### src/common/fis_rx_pkg.sv
package fis_rx_pkg;

    typedef enum logic [2:0] {
        FIS_DSFIS,   // dma setup
        FIS_PSFIS,   // pio setup
        FIS_RFIS,    // register d2h
        FIS_SDBFIS,  // set device bits
        FIS_UFIS,    // unknown fis, stored as is
        FIS_DATA,    // data fis, payload goes to dma
        FIS_IGNORE   // consume and drop
    } fis_cmd_e;

    typedef enum logic [1:0] {
        WT_DATA,  // payload dword
        WT_HEAD,  // first dword of a fis
        WT_OK,    // end, crc good
        WT_ERR    // end, crc bad
    } word_type_e;

    localparam int ADDRESS_BITS_DEF = 10;

    localparam int FB_OFFS32    = 'h300;  // received-fis area, 0x100 bytes
    localparam int DSFIS32      = 'h0;
    localparam int PSFIS32      = 'h8;
    localparam int RFIS32       = 'h10;
    localparam int SDBFIS32     = 'h16;
    localparam int UFIS32       = 'h18;
    localparam int PXTFD_OFFS32 = 'h48;   // port 0 task file data

    // dwords kept for each fis type, minus one
    function automatic logic [3:0] fis_lenm1(fis_cmd_e cmd);
        case (cmd)
            FIS_DSFIS:  return 4'd6;
            FIS_PSFIS,
            FIS_RFIS:   return 4'd4;
            FIS_SDBFIS: return 4'd1;
            FIS_DATA:   return 4'd0;   // only the header dword
            default:    return 4'd15;  // unknown and ignored
        endcase
    endfunction

    function automatic logic [ADDRESS_BITS_DEF-1:0] fis_base(fis_cmd_e cmd);
        int offs;
        case (cmd)
            FIS_DSFIS:  offs = DSFIS32;
            FIS_PSFIS:  offs = PSFIS32;
            FIS_RFIS:   offs = RFIS32;
            FIS_SDBFIS: offs = SDBFIS32;
            default:    offs = UFIS32;  // data/ignore never write
        endcase
        return ADDRESS_BITS_DEF'(FB_OFFS32 + offs);
    endfunction

endpackage

### src/fis_rx/ahci_fis_receive.sv
module ahci_fis_receive #(
    parameter int ADDRESS_BITS  = fis_rx_pkg::ADDRESS_BITS_DEF,
    parameter int DATA_CNT_BITS = 12
) (
    input  logic                     mclk,
    input  logic                     hba_rst,
    input  logic [31:0]              hba_data_in,
    input  fis_rx_pkg::word_type_e   hba_data_in_type,
    input  logic                     hba_data_in_valid,
    output logic                     hba_data_in_ready,
    input  fis_rx_pkg::fis_cmd_e     fis_cmd,
    input  logic                     fis_cmd_valid,
    output logic                     fis_first_vld,
    output logic                     get_fis_busy,
    output logic                     get_fis_done,
    output logic                     fis_ok,
    output logic                     fis_err,
    output logic                     fis_ferr,
    input  logic                     pcmd_fre,
    input  logic                     update_err_sts,
    input  logic                     clear_bsy_drq,
    input  logic                     clear_bsy_set_drq,
    input  logic                     set_bsy,
    output logic [7:0]               tfd_sts,
    output logic [7:0]               tfd_err,
    output logic [DATA_CNT_BITS-1:0] data_in_dwords,
    input  logic                     dma_in_ready,
    output logic                     dma_in_valid,
    output logic [ADDRESS_BITS-1:0]  reg_addr,
    output logic [31:0]              reg_data,
    output logic                     reg_we
);
    import fis_rx_pkg::*;

    logic                    word_take;
    word_type_e              word_type_q;
    logic [31:0]             data_q;
    logic                    fis_run;
    logic                    take_payload;
    logic                    store_we;
    logic [ADDRESS_BITS-1:0] store_addr;
    logic [3:0]              payload_idx;
    fis_cmd_e                cmd_q;
    logic                    dwords_over;
    logic                    too_long_store;
    logic                    too_long_dma;
    logic                    tfd_wr_req;

    fis_intake i_fis_intake (
        .mclk(mclk), .hba_rst(hba_rst),
        .hba_data_in(hba_data_in), .hba_data_in_type(hba_data_in_type),
        .hba_data_in_valid(hba_data_in_valid), .hba_data_in_ready(hba_data_in_ready),
        .fis_cmd_valid(fis_cmd_valid), .take_payload(take_payload),
        .too_long_store(too_long_store), .too_long_dma(too_long_dma),
        .word_take(word_take), .word_type_q(word_type_q), .data_q(data_q),
        .fis_run(fis_run), .fis_first_vld(fis_first_vld),
        .get_fis_busy(get_fis_busy), .get_fis_done(get_fis_done),
        .fis_ok(fis_ok), .fis_err(fis_err), .fis_ferr(fis_ferr)
    );

    fis_store_seq #(.ADDRESS_BITS(ADDRESS_BITS)) i_fis_store_seq (
        .mclk(mclk), .hba_rst(hba_rst),
        .fis_cmd_valid(fis_cmd_valid), .fis_cmd(fis_cmd), .pcmd_fre(pcmd_fre),
        .word_take(word_take), .word_type_q(word_type_q),
        .store_we(store_we), .store_addr(store_addr), .payload_idx(payload_idx),
        .cmd_q(cmd_q), .dwords_over(dwords_over), .too_long_store(too_long_store)
    );

    dma_forward #(.DATA_CNT_BITS(DATA_CNT_BITS)) i_dma_forward (
        .mclk(mclk), .hba_rst(hba_rst), .cmd_q(cmd_q), .fis_run(fis_run),
        .hba_data_in_valid(hba_data_in_valid), .hba_data_in_type(hba_data_in_type),
        .dma_in_ready(dma_in_ready), .store_done(dwords_over),
        .take_payload(take_payload), .dma_in_valid(dma_in_valid),
        .data_in_dwords(data_in_dwords), .too_long_dma(too_long_dma)
    );

    tfd_status i_tfd_status (
        .mclk(mclk), .hba_rst(hba_rst),
        .store_we(store_we), .cmd_q(cmd_q), .payload_idx(payload_idx),
        .hba_data_in(data_q), .update_err_sts(update_err_sts),
        .clear_bsy_drq(clear_bsy_drq), .clear_bsy_set_drq(clear_bsy_set_drq),
        .set_bsy(set_bsy),
        .tfd_sts(tfd_sts), .tfd_err(tfd_err), .tfd_wr_req(tfd_wr_req)
    );

    reg_write_mux #(.ADDRESS_BITS(ADDRESS_BITS)) i_reg_write_mux (
        .mclk(mclk), .hba_rst(hba_rst),
        .store_we(store_we), .store_addr(store_addr), .store_data(data_q),
        .tfd_wr_req(tfd_wr_req), .tfd_sts(tfd_sts), .tfd_err(tfd_err),
        .reg_addr(reg_addr), .reg_data(reg_data), .reg_we(reg_we)
    );

endmodule

### src/fis_rx/dma_forward.sv
module dma_forward #(
    parameter int DATA_CNT_BITS = 12
) (
    input  logic                     mclk,
    input  logic                     hba_rst,
    input  fis_rx_pkg::fis_cmd_e     cmd_q,
    input  logic                     fis_run,
    input  logic                     hba_data_in_valid,
    input  fis_rx_pkg::word_type_e   hba_data_in_type,
    input  logic                     dma_in_ready,
    input  logic                     store_done,     // header dword went through stage 2
    output logic                     take_payload,
    output logic                     dma_in_valid,
    output logic [DATA_CNT_BITS-1:0] data_in_dwords,
    output logic                     too_long_dma
);
    import fis_rx_pkg::*;

    logic is_data_fis;
    logic is_payload;
    logic dma_in;       // forwarding window open
    logic dma_started;  // window opened once for this fis
    logic dma_start;
    logic dma_stop;

    assign is_data_fis = cmd_q == FIS_DATA;
    assign is_payload  = hba_data_in_type == WT_DATA;
    assign dma_start   = fis_run && is_data_fis && store_done && !dma_started;
    assign dma_stop    = dma_in && hba_data_in_valid && !is_payload;  // any non-data word
    assign dma_in_valid = dma_in && fis_run && hba_data_in_valid && is_payload &&
                          dma_in_ready && !too_long_dma;

    always_comb begin
        if (!is_data_fis)
            take_payload = 1'b1;  // stored fis words never stall
        else if (dma_in)
            take_payload = !is_payload || dma_in_ready || too_long_dma;  // drop after fatal
        else
            take_payload = hba_data_in_type == WT_HEAD && !store_done;  // header only
    end

    always_ff @(posedge mclk) begin
        if (hba_rst || !fis_run) begin
            dma_in      <= 1'b0;
            dma_started <= 1'b0;
        end else if (dma_start) begin
            dma_in      <= 1'b1;
            dma_started <= 1'b1;
        end else if (dma_stop) begin
            dma_in      <= 1'b0;
        end
    end

    always_ff @(posedge mclk) begin
        if (hba_rst) begin
            data_in_dwords <= '0;
            too_long_dma   <= 1'b0;
        end else begin
            if (dma_start)
                data_in_dwords <= '0;
            else if (dma_in_valid)
                data_in_dwords <= data_in_dwords + 1'b1;  // held after done for the reader

            if (dma_in_valid && data_in_dwords[DATA_CNT_BITS-1])
                too_long_dma <= 1'b1;  // fatal, only reset clears
        end
    end

endmodule

### src/fis_rx/fis_intake.sv
module fis_intake (
    input  logic                   mclk,
    input  logic                   hba_rst,
    input  logic [31:0]            hba_data_in,
    input  fis_rx_pkg::word_type_e hba_data_in_type,
    input  logic                   hba_data_in_valid,
    output logic                   hba_data_in_ready,
    input  logic                   fis_cmd_valid,
    input  logic                   take_payload,    // downstream can take a non-end word
    input  logic                   too_long_store,
    input  logic                   too_long_dma,
    output logic                   word_take,       // word accepted last cycle
    output fis_rx_pkg::word_type_e word_type_q,
    output logic [31:0]            data_q,
    output logic                   fis_run,
    output logic                   fis_first_vld,
    output logic                   get_fis_busy,
    output logic                   get_fis_done,
    output logic                   fis_ok,
    output logic                   fis_err,
    output logic                   fis_ferr
);
    import fis_rx_pkg::*;

    logic is_end;
    logic accept;
    logic fis_end;

    assign is_end            = hba_data_in_type == WT_OK || hba_data_in_type == WT_ERR;
    assign hba_data_in_ready = fis_run && (is_end || take_payload);  // end words always taken
    assign accept            = hba_data_in_valid && hba_data_in_ready;
    assign fis_end           = accept && is_end;
    assign fis_ferr          = too_long_store || too_long_dma;  // both sticky until reset

    always_ff @(posedge mclk) begin
        if (hba_rst) begin
            fis_run       <= 1'b0;
            get_fis_busy  <= 1'b0;
            get_fis_done  <= 1'b0;
            fis_ok        <= 1'b0;
            fis_err       <= 1'b0;
            fis_first_vld <= 1'b0;
            word_take     <= 1'b0;
        end else begin
            word_take <= accept;

            if (fis_cmd_valid)
                fis_run <= 1'b1;
            else if (fis_end)
                fis_run <= 1'b0;  // runs to the end word even after fatal

            if (fis_cmd_valid)
                get_fis_busy <= 1'b1;
            else if (fis_end || fis_ferr)
                get_fis_busy <= 1'b0;

            get_fis_done <= get_fis_busy && (fis_end || fis_ferr);

            if (fis_cmd_valid) begin
                fis_ok  <= 1'b0;
                fis_err <= 1'b0;
            end else if (fis_end) begin
                fis_ok  <= hba_data_in_type == WT_OK;
                fis_err <= hba_data_in_type == WT_ERR;
            end

            // head waiting at the stream output while idle
            if (fis_cmd_valid || fis_run || get_fis_busy)
                fis_first_vld <= 1'b0;
            else if (hba_data_in_valid && hba_data_in_type == WT_HEAD)
                fis_first_vld <= 1'b1;
        end
    end

    always_ff @(posedge mclk) begin
        if (accept) begin
            word_type_q <= hba_data_in_type;
            data_q      <= hba_data_in;
        end
    end

endmodule

### src/fis_rx/fis_store_seq.sv
module fis_store_seq #(
    parameter int ADDRESS_BITS = fis_rx_pkg::ADDRESS_BITS_DEF
) (
    input  logic                    mclk,
    input  logic                    hba_rst,
    input  logic                    fis_cmd_valid,
    input  fis_rx_pkg::fis_cmd_e    fis_cmd,
    input  logic                    pcmd_fre,
    input  logic                    word_take,
    input  fis_rx_pkg::word_type_e  word_type_q,
    output logic                    store_we,
    output logic [ADDRESS_BITS-1:0] store_addr,
    output logic [3:0]              payload_idx,  // index of the word now in stage 2
    output fis_rx_pkg::fis_cmd_e    cmd_q,
    output logic                    dwords_over,  // all wanted dwords seen
    output logic                    too_long_store
);
    import fis_rx_pkg::*;

    logic [3:0] dcount;  // dwords left minus one
    logic       fis_save;
    logic       body_word;
    logic       step;
    logic       fixed_len;

    assign body_word = word_take && (word_type_q == WT_HEAD || word_type_q == WT_DATA);
    assign step      = body_word && !dwords_over;
    assign fixed_len = cmd_q != FIS_DATA && cmd_q != FIS_IGNORE;  // length known up front
    assign store_we  = step && fis_save;

    always_ff @(posedge mclk) begin
        if (hba_rst) begin
            cmd_q          <= FIS_IGNORE;
            fis_save       <= 1'b0;
            dwords_over    <= 1'b0;
            too_long_store <= 1'b0;
        end else begin
            if (fis_cmd_valid) begin
                cmd_q    <= fis_cmd;
                fis_save <= pcmd_fre && fis_cmd != FIS_DATA && fis_cmd != FIS_IGNORE;
            end

            if (fis_cmd_valid)
                dwords_over <= 1'b0;
            else if (step && dcount == 4'd0)
                dwords_over <= 1'b1;

            if (body_word && dwords_over && fixed_len)
                too_long_store <= 1'b1;  // one word past the stored length is fatal
        end
    end

    always_ff @(posedge mclk) begin
        if (fis_cmd_valid) begin
            store_addr  <= ADDRESS_BITS'(fis_base(fis_cmd));
            dcount      <= fis_lenm1(fis_cmd);
            payload_idx <= 4'd0;
        end else if (step) begin
            store_addr  <= store_addr + 1'b1;
            dcount      <= dcount - 1'b1;
            payload_idx <= payload_idx + 1'b1;
        end
    end

endmodule

### src/logic/reg_write_mux.sv
module reg_write_mux #(
    parameter int ADDRESS_BITS = fis_rx_pkg::ADDRESS_BITS_DEF
) (
    input  logic                    mclk,
    input  logic                    hba_rst,
    input  logic                    store_we,
    input  logic [ADDRESS_BITS-1:0] store_addr,
    input  logic [31:0]             store_data,
    input  logic                    tfd_wr_req,
    input  logic [7:0]              tfd_sts,
    input  logic [7:0]              tfd_err,
    output logic [ADDRESS_BITS-1:0] reg_addr,
    output logic [31:0]             reg_data,
    output logic                    reg_we
);
    import fis_rx_pkg::*;

    logic tfd_pend;  // pxtfd write lost to a fis store
    logic tfd_go;

    assign tfd_go = tfd_wr_req || tfd_pend;

    always_ff @(posedge mclk) begin
        if (hba_rst) begin
            reg_we   <= 1'b0;
            tfd_pend <= 1'b0;
        end else begin
            reg_we   <= store_we || tfd_go;
            tfd_pend <= tfd_go && store_we;
        end
    end

    always_ff @(posedge mclk) begin
        if (store_we) begin
            reg_addr <= store_addr;
            reg_data <= store_data;
        end else if (tfd_go) begin
            reg_addr <= ADDRESS_BITS'(PXTFD_OFFS32);
            reg_data <= {16'h0000, tfd_err, tfd_sts};  // value at send time
        end
    end

endmodule

### src/logic/tfd_status.sv
module tfd_status (
    input  logic                 mclk,
    input  logic                 hba_rst,
    input  logic                 store_we,
    input  fis_rx_pkg::fis_cmd_e cmd_q,
    input  logic [3:0]           payload_idx,
    input  logic [31:0]          hba_data_in,   // registered stream word
    input  logic                 update_err_sts,
    input  logic                 clear_bsy_drq,
    input  logic                 clear_bsy_set_drq,
    input  logic                 set_bsy,
    output logic [7:0]           tfd_sts,       // [7] bsy, [3] drq, [0] err
    output logic [7:0]           tfd_err,
    output logic                 tfd_wr_req
);
    import fis_rx_pkg::*;

    logic       first_word;
    logic       cap_reg;  // register d2h or pio setup, word 0
    logic       cap_sdb;
    logic       sts_cmd;
    logic [7:0] clr_mask;
    logic [7:0] set_mask;

    assign first_word = store_we && payload_idx == 4'd0;
    assign cap_reg    = first_word && (cmd_q == FIS_RFIS || cmd_q == FIS_PSFIS);
    assign cap_sdb    = first_word && cmd_q == FIS_SDBFIS;
    assign sts_cmd    = clear_bsy_drq || clear_bsy_set_drq || set_bsy;
    assign clr_mask   = {clear_bsy_drq || clear_bsy_set_drq, 3'b000, clear_bsy_drq, 3'b000};
    assign set_mask   = {set_bsy, 3'b000, clear_bsy_set_drq, 3'b000};

    always_ff @(posedge mclk) begin
        if (hba_rst) begin
            tfd_sts    <= 8'h00;
            tfd_err    <= 8'h00;
            tfd_wr_req <= 1'b0;
        end else begin
            tfd_wr_req <= update_err_sts || sts_cmd;  // write back next cycle

            if (cap_reg) begin
                tfd_err <= hba_data_in[31:24];
                tfd_sts <= hba_data_in[23:16];
            end else if (cap_sdb) begin
                tfd_err <= hba_data_in[15:8];
                tfd_sts <= {tfd_sts[7], hba_data_in[6:4], tfd_sts[3], hba_data_in[2:0]};  // bsy/drq kept
            end else if (sts_cmd) begin
                tfd_sts <= (tfd_sts & ~clr_mask) | set_mask;
            end
        end
    end

endmodule

### config.mk
export PLATFORM = sky130hd
export DESIGN_NAME = ahci_fis_receive
export DESIGN_NICKNAME = d
export VERILOG_FILES = /design/src/common/fis_rx_pkg.sv /design/src/fis_rx/ahci_fis_receive.sv /design/src/fis_rx/dma_forward.sv /design/src/fis_rx/fis_intake.sv /design/src/fis_rx/fis_store_seq.sv /design/src/logic/reg_write_mux.sv /design/src/logic/tfd_status.sv
export SDC_FILE = /design/constraint.sdc
export NUM_CORES = 1
export LEC_CHECK = 0
export BUFFER_PORTS_ARGS = -buffer_cell sky130_fd_sc_hd__buf_2
export CAP_MARGIN = 20
export CORE_MARGIN = 4
export CORE_UTILIZATION = 49
export CTS_CLUSTER_SIZE = 8
export DETAILED_ROUTE_END_ITERATION = 10
export PLACE_DENSITY = 0.8
export SYNTH_ARGS = -nofsm -noshare
export SYNTH_HDL_FRONTEND = slang
export SYNTH_HIERARCHICAL = 1
export SYNTH_SLANG_ARGS = --single-unit
### constraint.sdc
create_clock -name mclk -period 1.7 [get_ports mclk]
set_input_delay 0 -clock mclk [delete_from_list [all_inputs] [get_ports mclk]]
set_output_delay 0 -clock mclk [all_outputs]
set_load 0.02 [all_outputs]
==> out/metrics.csv, run 1 <==
stage,metric,value,unit
setup_path,path_delay_family,simple AND/OR/NAND/NOR gates,
route,via_per_inst,5.46,
flow_run,maxCapViolCount,0,
die,core.rowCount,40,
die,fp.dieH,118,um
place,hpwl,9020,um
power_and_ir_drop,power_frac_clock,42.0,%
timing,rsz0062_at_grt,yes,
route,drc,0,
route,routed_wirelength,14600,um
setup_path,required,1.87,ns
setup_path,critPathBufInv,3,
route,dr.pass1.iters,4,
timing,skew,0.0123,ns
setup_path,crit_chain,nor3b_2 -> and2_4 -> buf_4 -> buf_12 -> or3_4 -> clkbuf_16,
run_status,violations,negative setup slack,
route,drt-met1-wl,6160,um
power_and_ir_drop,internal-power,5980,uW
route,met3_length,833,um
setup_path,crit_arrival,1.97,ns
power_and_ir_drop,combPwrFrac,9.0,%
global_route,grt_pass1_wl,21600,um
die,start_util,49.8,%
clock_tree,tritoncts,built,
power_and_ir_drop,p_sw_share,23.7,%
global_route,grt_use_total,19.2,%
place,portBuffers,125,
route,antenna_left,0,
synthesis,yosysWarnings,6,
global_route,grt_pass1_vias,4534,
synthesis,syn_area,0.00596,mm2
timing,fin_hold_ws,0.0151,ns
global_route,grt_max_degree,39,
setup_path,critPathKind,flip-flop to flip-flop,
finish,syn_to_final_growth,38.7,%
synthesis,syn_area_per_cell,13.0,um2
route,post_drt_wl_per_cell,17.5,um
die,core,0.0120,mm2
finish,drive_gt1_share,39.7,%
clock_tree,cts_root_buf,clkbuf_16,
clock_tree,clkLatencyLatePin,0.42,ns
finish,final_common_cell,buf_2,
timing,final_max_slew_viol_count,0,
clock_tree,htree_levels,4,
timing,slew_headroom,65.3,%
setup_path,r2r_setup_slack,-0.1,ns
timing,hold_viol,0,
synthesis,synth_nets,510,
setup_path,worstPathMaxFanout,10,
place,place_inst,739,
die,fp.dieW,118,um
timing,tightest_slew,0.521,ns
global_route,antenna_found_initial,0,
power_and_ir_drop,p_seq_share,49.0,%
timing,finalSetupViolations,55,
power_and_ir_drop,vdd_drop_max,0.867,mV
power_and_ir_drop,pwr_density_cell,949,mW/mm2
timing,setup_slack,-0.0997,ns
route,wl_met2,7380,um
setup_path,slowest_stage,or3_4,
setup_path,worstSetupEndpointType,flip-flop,
route,vias,4553,
clock_tree,cts_made_buffers,17,
finish,antenna_cells,0,
clock_tree,cts_sinks,140,
power_and_ir_drop,power.leakage,0.00338,uW
timing,fin_crit,1.80,ns
finish,layout.cells.non_filler,834,
power_and_ir_drop,power,7840,uW
setup_path,cp-start-kind,flip-flop,
finish,fin_nets,726,
synthesis,syn_inst,458,
route,top_layer_used,met4,
power_and_ir_drop,switchingPower,1860,uW
route,drtIter0Drc,381,
finish,seqCellArea,0.00370,mm2
die,ioPinCount,126,
finish,nFillCells,787,
timing,period_share,106,%
finish,layout_common_cells,"buf_2, edfxtp_1, dfxtp_1",
die,die-area,0.0140,mm2
finish,multi_input_area,0.00218,mm2
clock_tree,clk_pin_slew_worst_paths,0.06,ns
run_status,status,finished with violations,
place,gp_congestion,0.839,
setup_path,cpPeakStageDelay,0.41,ns
clock_tree,clockBufferDepth,2,
timing,timing.fmax,0.556,GHz
min_path,hp-class,input pin to flip-flop,
global_route,overflow,0,
-- worst register-to-register path: cells and delay by family (launching register included) --
| family | cells | cell delay (ns) |
|---|---|---|
| simple gates | 3 | 0.74 |
| buf+inv | 3 | 0.52 |
| flops | 1 | 0.31 |
-- sequential cells by signal, indices dropped and copies added, names as in the netlist, 3 cells and up --
name,cells
i_dma_forward/data_in_dwords,12
i_fis_intake/data_q,32
i_fis_store_seq/cmd_q,3
i_fis_store_seq/dcount,4
i_fis_store_seq/payload_idx,4
i_fis_store_seq/store_addr,10
i_reg_write_mux/reg_addr,10
i_reg_write_mux/reg_data,32
i_tfd_status/tfd_err,8
i_tfd_status/tfd_sts,8
-- power groups by stage --
| stage | Combinational [uW] | Clock [uW] | Sequential [uW] |
|---|---|---|---|
| floorplan | 256 | 0 | 3960 |
| CTS | 667 | 3350 | 3840 |
| detailed placement | 580 | 0 | 3910 |
| global placement | 562 | 0 | 3900 |
| global route | 754 | 3510 | 3850 |
| finish | 702 | 3300 | 3840 |
-- final cells by class --
| type | count | share of cell area, % |
|---|---|---|
| flip-flops and latches | 140 | 44.8 |
| clock buffers | 18 | 5.32 |
| clock inverters | 14 | 1.15 |
| well taps | 147 | 2.23 |
| inverters | 10 | 0.454 |
| multi-input cells | 289 | 26.3 |
| repair buffers | 216 | 19.8 |
-- layer usage --
layer  vias up  GRT usage, %
li1       2151             -
met1      2241          22.7
met2       140          32.8
met3        21          5.55
met4         0          7.84
met5         -             0
-- worst paths after layout --
check	startpoint	endpoint	cells after the start
max reg2reg	i_fis_intake/word_take$_SDFF_PP0_	i_reg_write_mux/reg_data[17]$_SDFFCE_PN0P_	6
max	i_fis_intake/word_take$_SDFF_PP0_	i_reg_write_mux/reg_data[17]$_SDFFCE_PN0P_	6
min reg2reg	i_fis_store_seq/too_long_store$_SDFFE_PP0P_	i_fis_store_seq/too_long_store$_SDFFE_PP0P_	2
min	hba_data_in_valid	i_fis_intake/fis_first_vld$_SDFFE_PP0P_	3
-- through the flow --
step                      utilization (%)  worst slack, ns  TNS, ns  instance area [um2]
after CTS                            66.9          -0.0256  -0.0906                 8000
after global routing                 69.1           -0.161    -7.68                 8260
after detailed placement             58.2          -0.0697   -0.248                 6960
after global placement               58.2          0.00647        0                 6960
final                                69.1          -0.0997    -3.85                 8260
after floorplan                         -          -0.0193  -0.0323                 5980
-- what timing repair did --
item / in CTS / in global routing
pin swaps: 11 / 14
cloned: 0 / 6
buffers inserted: 7 / 10
hold buffers: 42 / 0
setup endpoints to repair: 41 / 110
resized for setup: 7 / 18
endpoints found under the hold margin: 43 / 0
No activity file was read; power rests on OpenSTA's default activity.
==> run 2: changes to the inputs <==
- BUFFER_PORTS_ARGS: -buffer_cell sky130_fd_sc_hd__buf_2 -> unset
- CORE_UTILIZATION: 49 -> 50
- DONT_BUFFER_PORTS: unset -> 1
- PLACE_DENSITY: 0.8 -> 0.72
==> run 2 against run 1 <==
Effect of this change:
- the flow finishes with violations (negative hold slack, negative setup slack)
- sequential share of layout area up 3.6 points
- register-to-register slack better by 0.09 ns
- first-iteration DRC count down 46%
- cell count down 15%
- sequential power up 2%
- combinational power down 30%
- via count down 13%
- non-clock buffer count down 119
- clock skew down 0.0046 ns
- critical path type unchanged
- largest power group unchanged
- highest routed layer unchanged
==> out/metrics.csv, run 2 (synthesis results as in run 1) <==
stage,metric,value,unit,change
timing,setup_slack,-0.0122,ns,+0.0875 ns
setup_path,cp-start-kind,flip-flop,,
setup_path,worstSetupEndpointType,flip-flop,,
route,dr.pass1.iters,4,,unchanged
route,vias,3967,,-13%
route,antenna_left,0,,unchanged
route,via_per_inst,5.58,,+2.2%
global_route,antenna_found_initial,0,,unchanged
min_path,hp-class,input pin to flip-flop,,
place,gp_congestion,0.835,,-0.43%
clock_tree,clockBufferDepth,2,,unchanged
finish,largestRegisters,"i_fis_intake/data_q (32), i_reg_write_mux/reg_data (32), i_dma_forward/data_in_dwords (12)",,
power_and_ir_drop,power.leakage,0.00283,uW,-16%
route,wl_met2,6580,um,-11%
timing,timing.fmax,0.584,GHz,+5.1%
finish,syn_to_final_growth,28.3,%,
finish,antenna_cells,0,,unchanged
clock_tree,cts_hold_buf,57,,+36%
finish,layout.cells.non_filler,711,,-15%
timing,fin_hold_ws,-0.329,ns,-0.344 ns
route,post_drt_wl_per_cell,17.8,um,+2.0%
place,portBuffers,0,,-100%
timing,final_max_slew_viol_count,0,,unchanged
run_status,status,finished with violations,,
timing,slew_headroom,77.0,%,+12 points
clock_tree,cts_made_buffers,17,,unchanged
clock_tree,tritoncts,built,,
setup_path,required,1.99,ns,+0.12 ns
global_route,grt_pass1_wl,20500,um,-5.5%
die,start_util,51.7,%,+1.9 points
timing,skew,0.00774,ns,-0.00460 ns
route,drtIter0Drc,205,,-46%
setup_path,crit_arrival,2.00,ns,+0.03 ns
finish,fin_nets,607,,-16%
global_route,grt_pass1_vias,4138,,-8.7%
route,routed_wirelength,12700,um,-13%
power_and_ir_drop,vdd_drop_max,0.651,mV,-25%
setup_path,worstPathMaxFanout,4,,-6
die,ioPinCount,126,,unchanged
global_route,overflow,0,,unchanged
global_route,grt_max_degree,38,,-2.6%
die,core,0.0115,mm2,-3.7%
setup_path,critPathKind,flip-flop to flip-flop,,
clock_tree,htree_levels,4,,unchanged
place,hpwl,8260,um,-8.4%
finish,drive_gt1_share,25.0,%,-15 points
die,core.rowCount,39,,-2.5%
timing,tightest_slew,0.345,ns,-0.176 ns
timing,rsz0062_at_grt,yes,,
flow_run,maxCapViolCount,0,,unchanged
power_and_ir_drop,pwr_density_cell,1040,mW/mm2,+9.3%
run_status,violations,"negative hold slack, negative setup slack",,
timing,finalSetupViolations,1,,-98%
finish,fin_util,66.4,%,-2.7 points
die,fp.dieW,117,um,-0.93%
clock_tree,cts_sinks,140,,unchanged
die,fp.dieH,117,um,-0.93%
route,drc,0,,unchanged
timing,hold_viol,32,,+32
route,top_layer_used,met4,,
clock_tree,cts_root_buf,clkbuf_16,,
place,place_inst,616,,-17%
die,die-area,0.0137,mm2,-1.9%
finish,layout_common_cells,"edfxtp_1, dlygate4sd3_1, dfxtp_1",,
clock_tree,clk_pin_slew_worst_paths,0.06,ns,about the same
timing,period_share,101,%,-5.1 points
timing,fin_crit,1.71,ns,-0.0875 ns
route,drt-met1-wl,5190,um,-16%
finish,final_common_cell,edfxtp_1,,
clock_tree,clkLatencyLatePin,0.41,ns,about the same
route,met3_length,810,um,-2.8%
global_route,grt_use_total,19.3,%,+0.064 points
## run 2: changes by cell type in the layout (fill, tap and decap cells not counted), sizes merged
cell and change:
buf -127, inv -3, clkbuf -5, bufinv +2, dlygate4sd3 +14
## run 2: repair_timing
action	4_1_cts	5_1_grt
hold endpoints to repair	112	32
setup buffers	3	3
cloned	0	0
pin swaps	6	5
gates resized for setup	6	15
setup endpoints to repair	40	85
## run 2: worst paths after layout
check	from	cells after the start	endpoint	slack, ns
max	i_fis_intake/word_type_q[1]$_DFFE_PP_	6	i_tfd_status/tfd_sts[4]$_SDFFE_PP0P_	-0.01
min	hba_rst	1	i_dma_forward/too_long_dma$_SDFFE_PP0P_	-0.33
max reg2reg	i_fis_intake/word_type_q[1]$_DFFE_PP_	6	i_tfd_status/tfd_sts[4]$_SDFFE_PP0P_	-0.01
min reg2reg	i_tfd_status/tfd_wr_req$_SDFF_PP0_	2	i_reg_write_mux/tfd_pend$_SDFF_PP0_	0.49
## run 2: layer usage
metal	vias to the layer above	track usage, %
met5	-	0
met4	0	4.66
met3	10	6.94
met2	127	33.4
met1	1922	22.9
li1	1908	-
## run 2: layout make-up
type / instances / area (um2)
fillers: 830 / 3870
flip-flops and latches: 140 / 3690
multi-input cells: 289 / 2190
repair buffers: 97 / 968
clock buffers: 19 / 453
well taps: 143 / 179
clock inverters: 13 / 124
inverters: 10 / 37.5
## run 2: critical path: stages, from the launching register on
cell and delay [ns]:
edfxtp_1 0.40, nor3b_2 0.20, and2_4 0.20, nor2b_4 0.16, and3_4 0.23, nor2_2 0.07
a221o_1 0.34
## run 2: per-stage QoR
stage	setup slack, ns	hold WS [ns]	instance area [um2]	power [uW]	setup TNS (ns)
6_report	-0.0122	-0.329	7640	7930	-0.0122
4_1_cts	-0.0314	-0.358	7570	7990	-0.103
5_1_grt	-0.132	-0.357	7640	8220	-2.75
3_3_place_gp	0.00302	0.0683	6380	4320	0
3_5_place_dp	-0.0578	0.0694	6380	4340	-0.228
2_1_floorplan	-0.0193	0.0643	5980	4220	-0.0323
## run 2: where the power goes
group          internal, uW  total [uW]  switching, uW  leakage [uW]
logic                   253         489            236       0.00128
registers              3770        3910            145       0.00128
clock network          2210        3530           1320      0.000269
==> run 3: changes to the inputs <==
- CORE_MARGIN: 4 -> 3
- PLACE_DENSITY: 0.72 -> 0.69
- clock period: 1.7 -> 1.63 ns (I/O delays scaled with it)
==> run 3 against run 2 <==
Effect of this change:
- the flow still finishes with violations (negative hold slack, negative setup slack)
- final area up 5.3%
- cell count increased by 1.8%
- largest cell class unchanged
- critical path type unchanged
- sequential share of layout area is 2.3 points lower
- combinational power up 19%
- critical path depth unchanged
- maximum frequency down 5.3%
- clock skew decreased by 0.00080 ns
- die area fell by 3.4%
- clock power grew 11%
- via count increased by 2.8%
- routed wire length is 9.5% higher
- count of clock-buffer cells in the layout fell by 2
==> out/metrics.csv, run 3 (synthesis results as in run 1) <==
stage,metric,value,unit,change
run_status,status,finished with violations,,
run_status,violations,"negative hold slack, negative setup slack",,
die,core,0.0115,mm2,unchanged
setup_path,critPathKind,flip-flop to flip-flop,,
timing,tightest_slew,0.348,ns,+0.00278 ns
place,portBuffers,0,,unchanged
place,hpwl,8410,um,+1.8%
route,vias,4078,,+2.8%
power_and_ir_drop,vdd_drop_max,0.540,mV,-17%
timing,fin_crit,1.81,ns,+0.0949 ns
setup_path,cp-start-kind,flip-flop,,
finish,largestRegisters,"i_fis_intake/data_q (32), i_reg_write_mux/reg_data (32), i_dma_forward/data_in_dwords (12)",,
power_and_ir_drop,power.leakage,0.00300,uW,+6.1%
die,fp.dieH,115,um,-1.7%
global_route,grt_use_total,20.6,%,+1.3 points
power_and_ir_drop,pwr_density_cell,1070,mW/mm2,+2.7%
global_route,overflow,0,,unchanged
timing,hold_viol,36,,+13%
timing,fin_hold_ws,-0.342,ns,-0.0125 ns
timing,timing.fmax,0.553,GHz,-5.3%
setup_path,required,1.80,ns,-0.19 ns
setup_path,crit_arrival,1.98,ns,-0.02 ns
place,gp_congestion,0.825,,-1.3%
timing,skew,0.00694,ns,-0.000803 ns
clock_tree,clk_pin_slew_worst_paths,0.06,ns,about the same
timing,setup_slack,-0.177,ns,-0.165 ns
global_route,grt_max_degree,38,,unchanged
clock_tree,cts_root_buf,clkbuf_16,,
min_path,hp-class,input pin to flip-flop,,
finish,final_common_cell,edfxtp_1,,
global_route,grt_pass1_vias,4215,,+1.9%
setup_path,worstPathMaxFanout,13,,+9
global_route,antenna_found_initial,0,,unchanged
clock_tree,cts_sinks,140,,unchanged
timing,slew_headroom,76.8,%,-0.19 points
timing,final_max_slew_viol_count,0,,unchanged
clock_tree,clockBufferDepth,2,,unchanged
clock_tree,clkLatencyLatePin,0.41,ns,about the same
timing,rsz0062_at_grt,yes,,
route,routed_wirelength,13900,um,+9.5%
die,ioPinCount,126,,unchanged
finish,fin_nets,620,,+2.1%
finish,fin_util,69.9,%,+3.5 points
route,drtIter0Drc,351,,+71%
finish,layout_common_cells,"edfxtp_1, dlygate4sd3_1, dfxtp_1",,
timing,finalSetupViolations,89,,+88
finish,drive_gt1_share,29.4,%,+4.4 points
clock_tree,htree_levels,4,,unchanged
finish,nFillCells,770,,-7.2%
die,fp.dieW,115,um,-1.7%
setup_path,worstSetupEndpointType,flip-flop,,
route,via_per_inst,5.63,,+0.95%
route,antenna_left,0,,unchanged
die,die-area,0.0133,mm2,-3.4%
flow_run,maxCapViolCount,0,,unchanged
clock_tree,tritoncts,built,,
finish,syn_to_final_growth,35.1,%,
clock_tree,cts_made_buffers,17,,unchanged
clock_tree,cts_hold_buf,56,,-1.8%
die,core.rowCount,39,,unchanged
route,drc,0,,unchanged
global_route,grt_pass1_wl,21000,um,+2.8%
route,dr.pass1.iters,4,,unchanged
finish,antenna_cells,0,,unchanged
die,start_util,51.7,%,unchanged
timing,period_share,111,%,+10 points
route,post_drt_wl_per_cell,19.2,um,+7.6%
power_and_ir_drop,power,8570,uW,+8.1%
==> run 3: cell types whose count changed in the layout (fill, tap and decap cells not counted), moves of 3 or more <==
cell | previous run | this run
dlygate4sd3_1 | 56 | 50
clkinvlp_4 | 5 | 2
clkbuf_16 | 17 | 23
buf_4 | 33 | 38
mux2_4 | 0 | 3
mux2_2 | 16 | 13
dfxtp_1 | 50 | 47
buf_12 | 8 | 13
==> run 3: power by group <==
group	internal (uW)	switching [uW]	leakage [uW]
Combinational	310	270	0.00143
Sequential	3930	155	0.00128
Clock	2520	1380	0.000292
Total	6760	1810	0.00300
==> run 3: path summary, 6_finish.rpt <==
| path | from | slack, ns | cells after the start | end |
|---|---|---|---|---|
| setup / recovery | i_fis_intake/word_type_q[1]$_DFFE_PP_ | -0.18 | 6 | i_reg_write_mux/reg_data[19]$_SDFFCE_PN0P_ |
| hold / removal | hba_rst | -0.34 | 1 | i_dma_forward/too_long_dma$_SDFFE_PP0P_ |
| setup reg to reg | i_fis_intake/word_type_q[1]$_DFFE_PP_ | -0.18 | 6 | i_reg_write_mux/reg_data[19]$_SDFFCE_PN0P_ |
| hold reg to reg | i_fis_store_seq/too_long_store$_SDFFE_PP0P_ | 0.46 | 2 | i_fis_store_seq/too_long_store$_SDFFE_PP0P_ |
==> run 3: per-stage QoR <==
stage / area [um2] / setup TNS [ns] / instances / setup WS [ns] / hold slack [ns]
after floorplan: 6020 / -5.24 / 458 / -0.0914 / 0.0643
after global placement: 6490 / -0.576 / 623 / -0.0450 / 0.0680
after detailed placement: 6490 / -3.56 / 623 / -0.181 / 0.0695
after global routing: 8050 / -16.14 / 724 / -0.243 / -0.367
after CTS: 7770 / -7.64 / 717 / -0.144 / -0.358
final: 8050 / -10.70 / 724 / -0.177 / -0.342
==> run 3: worst max-delay path: stages, from the launching register on <==
cell	delay, ns
edfxtp_1	0.40
nor3b_4	0.06
and2_4	0.16
buf_6	0.14
buf_12	0.13
or3_4	0.46
clkbuf_16	0.21
==> run 3: repair_timing <==
action,4_1_cts,5_1_grt
hold endpoints to repair,113,33
endpoints found under the setup margin,69,105
setup buffers,5,7
resized for setup,10,28
pin swaps,4,12
cloned,1,6
==> run 3: area by class of cell <==
type	count	area (um2)	area share, %
clock buffer	17	425	5.29
clock inverter	15	179	2.22
inverter	10	37.5	0.467
multi-input combinational	289	2270	28.2
sequential	140	3700	46.0
tap	143	179	2.22
timing repair buffer	110	1250	15.6
==> run 3: routing by layer <==
metal / GRT usage [%] / routed length, um / vias to the layer above
li1: - / - / 1941
met1: 24.3 / 5560 / 1977
met2: 34.9 / 7090 / 136
met3: 6.95 / 923 / 24
met4: 7.51 / 307 / 0
met5: 0 / 0 / -
